==> config.mk <==
export PLATFORM = sky130hd
export DESIGN_NAME = chip_io
export DESIGN_NICKNAME = d
export VERILOG_FILES = /design/src/padframe_pkg.sv /design/src/pad_ctrl_if.sv /design/src/chip_io.sv /design/src/gpio_cfg_chain.sv /design/src/io_pad.sv /design/src/mprj_io.sv /design/src/xres_filter.sv
export VERILOG_INCLUDE_DIRS = /design/src
export SDC_FILE = /design/constraint.sdc
export NUM_CORES = 1
export LEC_CHECK = 0
export BUFFER_PORTS_ARGS = -buffer_cell sky130_fd_sc_hd__buf_2
export CAP_MARGIN = 20
export CORE_ASPECT_RATIO = 1.2
export CORE_MARGIN = 4
export CORE_UTILIZATION = 40
export CTS_CLUSTER_DIAMETER = 40
export DETAILED_ROUTE_END_ITERATION = 12
export PLACE_DENSITY = 0.59
export SLEW_MARGIN = 20
export SYNTH_ARGS = -nofsm -noshare
export SYNTH_HDL_FRONTEND = slang
export SYNTH_SLANG_ARGS = --single-unit
==> constraint.sdc <==
create_clock -name clock -period 2.6 [get_ports clock]
set_clock_uncertainty 0.2 [all_clocks]
set_input_delay 0.52 -clock clock [delete_from_list [all_inputs] [get_ports clock]]
set_output_delay 0.52 -clock clock [all_outputs]
set_load 0.005 [all_outputs]
==> src/padframe_defs.svh <==
`ifndef PADFRAME_DEFS_SVH
`define PADFRAME_DEFS_SVH

// Number of user project pads in the frame
`define MPRJ_IO_PADS 8

// Configuration bits held per pad: oeb, inp_dis and a 3-bit drive mode
`define PAD_CFG_BITS 5

// Consecutive high synchronized samples needed before porb_h is released
`define XRES_FILTER_CYCLES 4

`endif

==> src/padframe_pkg.sv <==
package padframe_pkg;

	// Drive mode codes as seen by the pad cell
	// Codes that are not listed behave as no pull and no drive
	typedef enum logic [2:0] {
		DM_HIZ        = 3'b000,
		DM_PULLDOWN   = 3'b010,
		DM_PULLUP     = 3'b011,
		DM_OPEN_DRAIN = 3'b100,
		DM_STRONG     = 3'b110
	} pad_dm_t;

	// Per-pad configuration word
	// Bit 4 is oeb, bit 3 is inp_dis and bits 2:0 are the drive mode
	typedef struct packed {
		logic    oeb;
		logic    inp_dis;
		pad_dm_t dm;
	} pad_cfg_t;

	// Safe state after reset with output off and input on
	parameter pad_cfg_t PAD_CFG_RESET = '{
		oeb:     1'b1,
		inp_dis: 1'b0,
		dm:      DM_HIZ
	};

endpackage

==> src/pad_ctrl_if.sv <==
`timescale 1ns/1ps
`include "padframe_defs.svh"

interface pad_ctrl_if #(
	parameter int PADS = `MPRJ_IO_PADS
) ();

	// Active configuration of every pad
	padframe_pkg::pad_cfg_t [PADS-1:0] cfg;

	// Core output values toward the pads
	logic [PADS-1:0] out;

	// Input buffer values back to the core
	logic [PADS-1:0] in;

	// Configuration chain side
	modport cfg_src (
		output cfg
	);

	// Pad array side
	modport pad_side (
		input  cfg,
		input  out,
		output in
	);

endinterface

==> src/chip_io.sv <==
`timescale 1ns/1ps
`include "padframe_defs.svh"

module chip_io (
	// Clock and reset
	input  logic                      clock,
	input  logic                      rst_n,
	input  logic                      rstb_pin,
	output logic                      porb_h,

	// Pad configuration chain
	input  logic                      cfg_sdi,
	input  logic                      cfg_shift,
	input  logic                      cfg_load,
	output logic                      cfg_sdo,

	// User project core side
	input  logic [`MPRJ_IO_PADS-1:0] mprj_io_out,
	output logic [`MPRJ_IO_PADS-1:0] mprj_io_in,

	// Board side of the user pads
	input  logic [`MPRJ_IO_PADS-1:0] mprj_ext,
	input  logic [`MPRJ_IO_PADS-1:0] mprj_ext_en,
	output logic [`MPRJ_IO_PADS-1:0] mprj_pad,
	output logic [`MPRJ_IO_PADS-1:0] mprj_contention
);

	// Bundled pad control shared by the chain and the pad array
	pad_ctrl_if #(
		.PADS (`MPRJ_IO_PADS)
	) pad_ctrl ();

	assign pad_ctrl.out = mprj_io_out;
	assign mprj_io_in   = pad_ctrl.in;

	// Serial pad configuration
	gpio_cfg_chain u_cfg_chain (
		.clock     (clock),
		.rst_n     (rst_n),
		.cfg_sdi   (cfg_sdi),
		.cfg_shift (cfg_shift),
		.cfg_load  (cfg_load),
		.cfg_sdo   (cfg_sdo),
		.ctrl      (pad_ctrl.cfg_src)
	);

	// User project pads
	mprj_io mprj_pads (
		.ctrl       (pad_ctrl.pad_side),
		.ext        (mprj_ext),
		.ext_en     (mprj_ext_en),
		.pad        (mprj_pad),
		.contention (mprj_contention)
	);

	// Glitch-free power-on reset from the RSTB pin
	xres_filter u_xres (
		.clock    (clock),
		.rst_n    (rst_n),
		.rstb_pin (rstb_pin),
		.porb_h   (porb_h)
	);

endmodule

==> src/gpio_cfg_chain.sv <==
`timescale 1ns/1ps
`include "padframe_defs.svh"

module gpio_cfg_chain (
	input  logic        clock,
	input  logic        rst_n,
	input  logic        cfg_sdi,
	input  logic        cfg_shift,
	input  logic        cfg_load,
	output logic        cfg_sdo,
	pad_ctrl_if.cfg_src ctrl
);

	localparam int PADS       = `MPRJ_IO_PADS;
	localparam int CFG_BITS   = `PAD_CFG_BITS;
	localparam int CHAIN_BITS = PADS * CFG_BITS;

	// Serial chain
	// Pad p sits in bits [p*CFG_BITS +: CFG_BITS] with oeb at the top
	logic [CHAIN_BITS-1:0] chain_q;

	// Shadow copy that the pads actually use
	padframe_pkg::pad_cfg_t [PADS-1:0] active_q;

	// New bits enter at the LSB so the last bit shifted ends up in pad 0 dm[0]
	// A load in the same cycle freezes the chain
	always_ff @(posedge clock or negedge rst_n) begin
		if (!rst_n) begin
			chain_q <= '0;
		end else if (cfg_shift && !cfg_load) begin
			chain_q <= {chain_q[CHAIN_BITS-2:0], cfg_sdi};
		end
	end

	// Transfer to the shadow on cfg_load
	// Pads only ever see complete words this way
	always_ff @(posedge clock or negedge rst_n) begin
		if (!rst_n) begin
			for (int p = 0; p < PADS; p++) begin
				active_q[p] <= padframe_pkg::PAD_CFG_RESET;
			end
		end else if (cfg_load) begin
			for (int p = 0; p < PADS; p++) begin
				active_q[p] <= padframe_pkg::pad_cfg_t'(chain_q[p*CFG_BITS +: CFG_BITS]);
			end
		end
	end

	// Chain MSB leaves first so images can be read back or daisy-chained
	assign cfg_sdo = chain_q[CHAIN_BITS-1];

	assign ctrl.cfg = active_q;

endmodule

==> src/io_pad.sv <==
`timescale 1ns/1ps

module io_pad (
	input  padframe_pkg::pad_cfg_t cfg,
	input  logic                   out,
	input  logic                   ext,
	input  logic                   ext_en,
	output logic                   pad,
	output logic                   in,
	output logic                   contention
);

	logic core_en;
	logic core_val;
	logic pull_en;
	logic pull_val;

	// Core output driver
	// Open drain only ever pulls the pad low
	always_comb begin
		core_en  = 1'b0;
		core_val = 1'b0;
		if (!cfg.oeb) begin
			case (cfg.dm)
				padframe_pkg::DM_STRONG: begin
					core_en  = 1'b1;
					core_val = out;
				end
				padframe_pkg::DM_OPEN_DRAIN: begin
					core_en  = ~out;
					core_val = 1'b0;
				end
				default: begin
					core_en  = 1'b0;
					core_val = 1'b0;
				end
			endcase
		end
	end

	// Weak pull resistors apply whatever the output enable is
	always_comb begin
		case (cfg.dm)
			padframe_pkg::DM_PULLUP: begin
				pull_en  = 1'b1;
				pull_val = 1'b1;
			end
			padframe_pkg::DM_PULLDOWN: begin
				pull_en  = 1'b1;
				pull_val = 1'b0;
			end
			default: begin
				pull_en  = 1'b0;
				pull_val = 1'b0;
			end
		endcase
	end

	// Board driver wins over the core and the core wins over the pulls
	always_comb begin
		if (ext_en) begin
			pad = ext;
		end else if (core_en) begin
			pad = core_val;
		end else if (pull_en) begin
			pad = pull_val;
		end else begin
			// Floating pad reads as 0
			pad = 1'b0;
		end
	end

	// Both sides driving different levels
	assign contention = ext_en & core_en & (core_val ^ ext);

	assign in = cfg.inp_dis ? 1'b0 : pad;

endmodule

==> src/mprj_io.sv <==
`timescale 1ns/1ps
`include "padframe_defs.svh"

module mprj_io (
	pad_ctrl_if.pad_side              ctrl,
	input  logic [`MPRJ_IO_PADS-1:0] ext,
	input  logic [`MPRJ_IO_PADS-1:0] ext_en,
	output logic [`MPRJ_IO_PADS-1:0] pad,
	output logic [`MPRJ_IO_PADS-1:0] contention
);

	genvar i;

	// One pad cell per user I/O
	// Control fans out per bit and the input buffers collect back into ctrl.in
	generate
		for (i = 0; i < `MPRJ_IO_PADS; i++) begin : g_pad
			logic pad_in;

			io_pad u_pad (
				.cfg        (ctrl.cfg[i]),
				.out        (ctrl.out[i]),
				.ext        (ext[i]),
				.ext_en     (ext_en[i]),
				.pad        (pad[i]),
				.in         (pad_in),
				.contention (contention[i])
			);

			assign ctrl.in[i] = pad_in;
		end
	endgenerate

endmodule

==> src/xres_filter.sv <==
`timescale 1ns/1ps
`include "padframe_defs.svh"

module xres_filter (
	input  logic clock,
	input  logic rst_n,
	input  logic rstb_pin,
	output logic porb_h
);

	localparam int FILTER_CYCLES = `XRES_FILTER_CYCLES;
	localparam int CNT_W = ($clog2(FILTER_CYCLES) > 0) ? $clog2(FILTER_CYCLES) : 1;

	logic [1:0]       sync_q;
	logic [CNT_W-1:0] high_cnt_q;

	// Two-stage synchronizer for the asynchronous pin
	// Starts low so the chip stays in reset
	always_ff @(posedge clock or negedge rst_n) begin
		if (!rst_n) begin
			sync_q <= 2'b00;
		end else begin
			sync_q <= {sync_q[0], rstb_pin};
		end
	end

	// Count consecutive high samples and saturate at FILTER_CYCLES-1
	// A single low sample restarts the count and pulls porb_h down
	always_ff @(posedge clock or negedge rst_n) begin
		if (!rst_n) begin
			high_cnt_q <= '0;
			porb_h     <= 1'b0;
		end else if (!sync_q[1]) begin
			high_cnt_q <= '0;
			porb_h     <= 1'b0;
		end else if (high_cnt_q == CNT_W'(FILTER_CYCLES - 1)) begin
			porb_h <= 1'b1;
		end else begin
			high_cnt_q <= high_cnt_q + 1'b1;
		end
	end

endmodule
==> metrics.md <==
| Metric | Value |
|---|---|
| Status | `completed` |
| Vias in the first global route | `roughly 2,200` |
| Initial antenna violation count | `0` |
| Largest net degree at the start of global routing | `52` |
| Synth Cell Area | `between 3000 and 4000 um^2` |
| Largest family of logic cells by synthesized area | `multiplexers` |
| Die X | `97.8 um` |
| DRT Wirelength | `between 5 and 6 mm` |
| Post-synth top area share | `around 50%` |
| PortBufs | `55` |
| GP Congestion | `just under 0.8` |
| DR vias/cell | `just under 5` |
| Seq cells post-synth | `85` |
| Cells after Synth | `between 200 and 300` |
| CP Class | `flop to output pin` |
| Setup TNS Final | `0 ns` |
| Fillers | `872` |
| Antenna diodes | `0` |
| Max-Cap Viols | `0` |
| Fmax | `approximately 0.44 GHz` |
| Pleak | `roughly 2.2 nW` |
| Vias | `~2,200` |
| Post-Synth Simple-Gate Area | `a little under a tenth` |
| Sequential share of power | `around 48%` |
| Post-CTS Setup Inserts | `0` |
| Max Fanout on Critical Path | `3` |
| Synth top area cells | `dfrtp_1 (50%), mux2_2 (23%), dfstp_2 (5.4%)` |
| Design Area, Final | `around 4500 um^2` |
| Final Setup Violations | `0` |
| Remaining Overflow, GRT | `0` |
| Resized Gates After CTS | `0` |
| Overall Global Routing Usage | `a little under an eighth` |
| Drt wl/cell | `13.0 um` |
| Starting Density | `between 40% and 50%` |
| Site row count | `39` |
| Clock transition at path regs | `approximately 0.06 ns` |
| # IOs | `56` |
| Switch share | `roughly 22%` |
| Max Slew Vio Count | `0` |
| Clk pwr share | `39.5%` |
| Antenna viol nets, final | `0` |
| Synth Area per Inst | `about 14 um^2` |
| DR iter-0 viols | `76` |
| Core footprint | `9470 um^2` |
| Clk Latency, worst-skew pair | `0.33 ns` |
| Post-Route Utilization | `around 47%` |
| Post-synthesis sequential area ratio | `a little under three fifths` |
| Synth warn | `0` |
| Cell taking the most area after synthesis | `dfrtp_1` |
| Drc violations | `0` |
| Worst EP required | `roughly 1.9 ns` |
| Combinational share of power | `between 10% and 20%` |
| Tcrit/Tclk final | `slightly below 90%` |
| Min-Delay Path Class | `input pin to flop` |
| Register area | `2140 um^2` |
| First-pass GRT wire length | `~10 mm` |
| Synth Area in Compound Gates | `2.84%` |
| Worst IR Drop VDD | `0.000330 V` |
| Cts bufs inserted | `9` |
| Hold buffers post-CTS | `1` |
| Minimum clock period | `about 2.3 ns` |
| Clock Path Buffers | `2` |
| Area share of fa/ha/maj cells after synthesis | `less than 1%` |
| Syn_nets | `308` |
| Synth unique cells | `22` |
| CTS tree | `yes` |
| Layout cells sized above 1 | `approximately 56%` |
| P_int | `2.83 mW` |
| Hold Fails Final Rpt | `0` |
| Rel. slew slack | `between 60% and 70%` |
| Hpwl dp | `around 4.1 mm` |
| Synth Area in XOR/XNOR | `0.226%` |
| Setup crit end kind | `output pin` |
| Multi-input gate area | `1480 um^2` |
| Worst Tran Pin Value | `between 0.4 and 0.5 ns` |
| Post-DP Area | `4100 um^2` |
| Detailed-router iteration count before antenna repair | `4` |
| Worst Setup Start Kind | `flop` |
| Final #Nets | `between 300 and 400` |
| Chip height | `about 120 um` |
| Mux share of post-synthesis cell area | `25.6%` |
| Unrepaired setup endpoints after global routing | `false` |
| Crit path DAT | `1.57 ns` |
| Switching power | `805 uW` |
| Die ar. | `approximately 11,000 um^2` |
| PD cells | `approximately 820 nW/um^2` |
| Clk sink count | `85` |
| H-Tree Level Count | `3` |
| Area Growth Syn to Fin | `15.1%` |
| Root buffer cell | `clkbuf_16` |
## final cells by class
cell class	count	area share [%]
clock buffer	12	5.53
sequential	85	48.0
timing repair buffer	61	7.58
clock inverter	4	2.13
tap	123	3.46
multi-input combinational	159	33.3
## cells in the final DEF (no fill, tap or decap), drive strengths merged
master	n
a32oi	6
a21oi	10
bufinv	3
o21a	1
and4bb	2
and2	1
ha	1
nor2	6
nor3b	8
clkinv	1
mux2i	9
buf	60
dfrtp	77
xnor2	1
dfstp	8
nand2	16
dlygate4sd3	1
and3	8
mux2	80
or3b	8
clkbuf	12
nor2b	2
## cells in the mapped netlist
master,number
nor3b_2,8
nor2_1,6
or3b_1,8
and3_2,6
mux2i_1,9
buf_4,24
buf_6,4
nand2_1,16
buf_2,5
dfstp_2,8
nor2b_4,1
and4bb_2,2
ha_1,1
and2_1,1
mux2_2,80
xnor2_1,1
dfrtp_1,77
a21oi_1,10
a32oi_1,6
and3_1,2
o21a_1,1
nor2b_1,1
## sequential cells by signal, indices dropped and copies added, names as in the netlist
| register | cells |
|---|---|
| u_cfg_chain.chain_q | 40 |
| u_cfg_chain.ctrl.cfg | 40 |
| u_xres.high_cnt_q | 2 |
| u_xres.porb_h | 1 |
| u_xres.sync_q | 2 |
## worst max-delay path: stages (launching register included)
cell and delay [ns]:
dfrtp_1 0.40, nor3b_2 0.19, or3b_1 0.38, a21oi_1 0.14
buf_2 0.13
## path summary, 6_finish.rpt
path                                                         to                                 from  cells after the start  slack [ns]
min in group asynchronous  u_cfg_chain.ctrl.cfg[12]$_DFFE_PN0P_                                rst_n                      2        0.48
setup reg to reg               u_xres.high_cnt_q[0]$_DFFE_PN0P_     u_xres.high_cnt_q[0]$_DFFE_PN0P_                      3        1.37
hold reg to reg                      u_xres.sync_q[1]$_DFF_PN0_           u_xres.sync_q[0]$_DFF_PN0_                      0        0.16
max in group asynchronous  u_cfg_chain.ctrl.cfg[29]$_DFFE_PN1P_                                rst_n                      3        1.06
setup / recovery                                  mprj_io_in[0]  u_cfg_chain.ctrl.cfg[0]$_DFFE_PN0P_                      4        0.31
hold / removal                       u_xres.sync_q[0]$_DFF_PN0_                             rstb_pin                      1         0.1
## metal layers
metal  GRT usage (%)  wire (um)  share of wire [%]  vias up
met4            6.93        112                1.9        0
met1            13.8       2570                 44     1094
li1                -          -                  -     1056
met3            2.35        235                4.1        8
met5               0          0                  0        -
met2            18.4       2870                 50       43
## power by group through the flow
| stage | Combinational, mW | Clock [mW] | Sequential (mW) |
|---|---|---|---|
| after floorplan | 0.394 | 0 | 1.70 |
| after global placement | 0.458 | 0 | 1.76 |
| after detailed placement | 0.471 | 0 | 1.77 |
| after CTS | 0.475 | 1.48 | 1.74 |
| after global routing | 0.527 | 1.53 | 1.78 |
| final | 0.463 | 1.43 | 1.74 |
## per-stage QoR
step / worst slack, ns / total power [mW] / instances / hold WS (ns)
4_1_cts: 0.287 / 3.70 / 444 / 0.0851
3_5_place_dp: 0.569 / 2.24 / 427 / 0.147
2_1_floorplan: 0.720 / 2.10 / 277 / 0.0244
6_report: 0.314 / 3.64 / 444 / 0.0980
5_1_grt: 0.167 / 3.84 / 444 / 0.0954
3_3_place_gp: 0.578 / 2.22 / 427 / 0.147
## kinds of logic (layout without fill, tap and decap cells)
logic type                 after synthesis  after routing
muxes                                   89             89
buffers and inverters                   33             77
adders and majority gates                1              1
AOI/OAI and AO/OA                       17             17
and+or+nand+nor                         51             51
xor gates and xnor gates                 1              1
DFF                                     85             85
(Power assumes the default switching activity.)
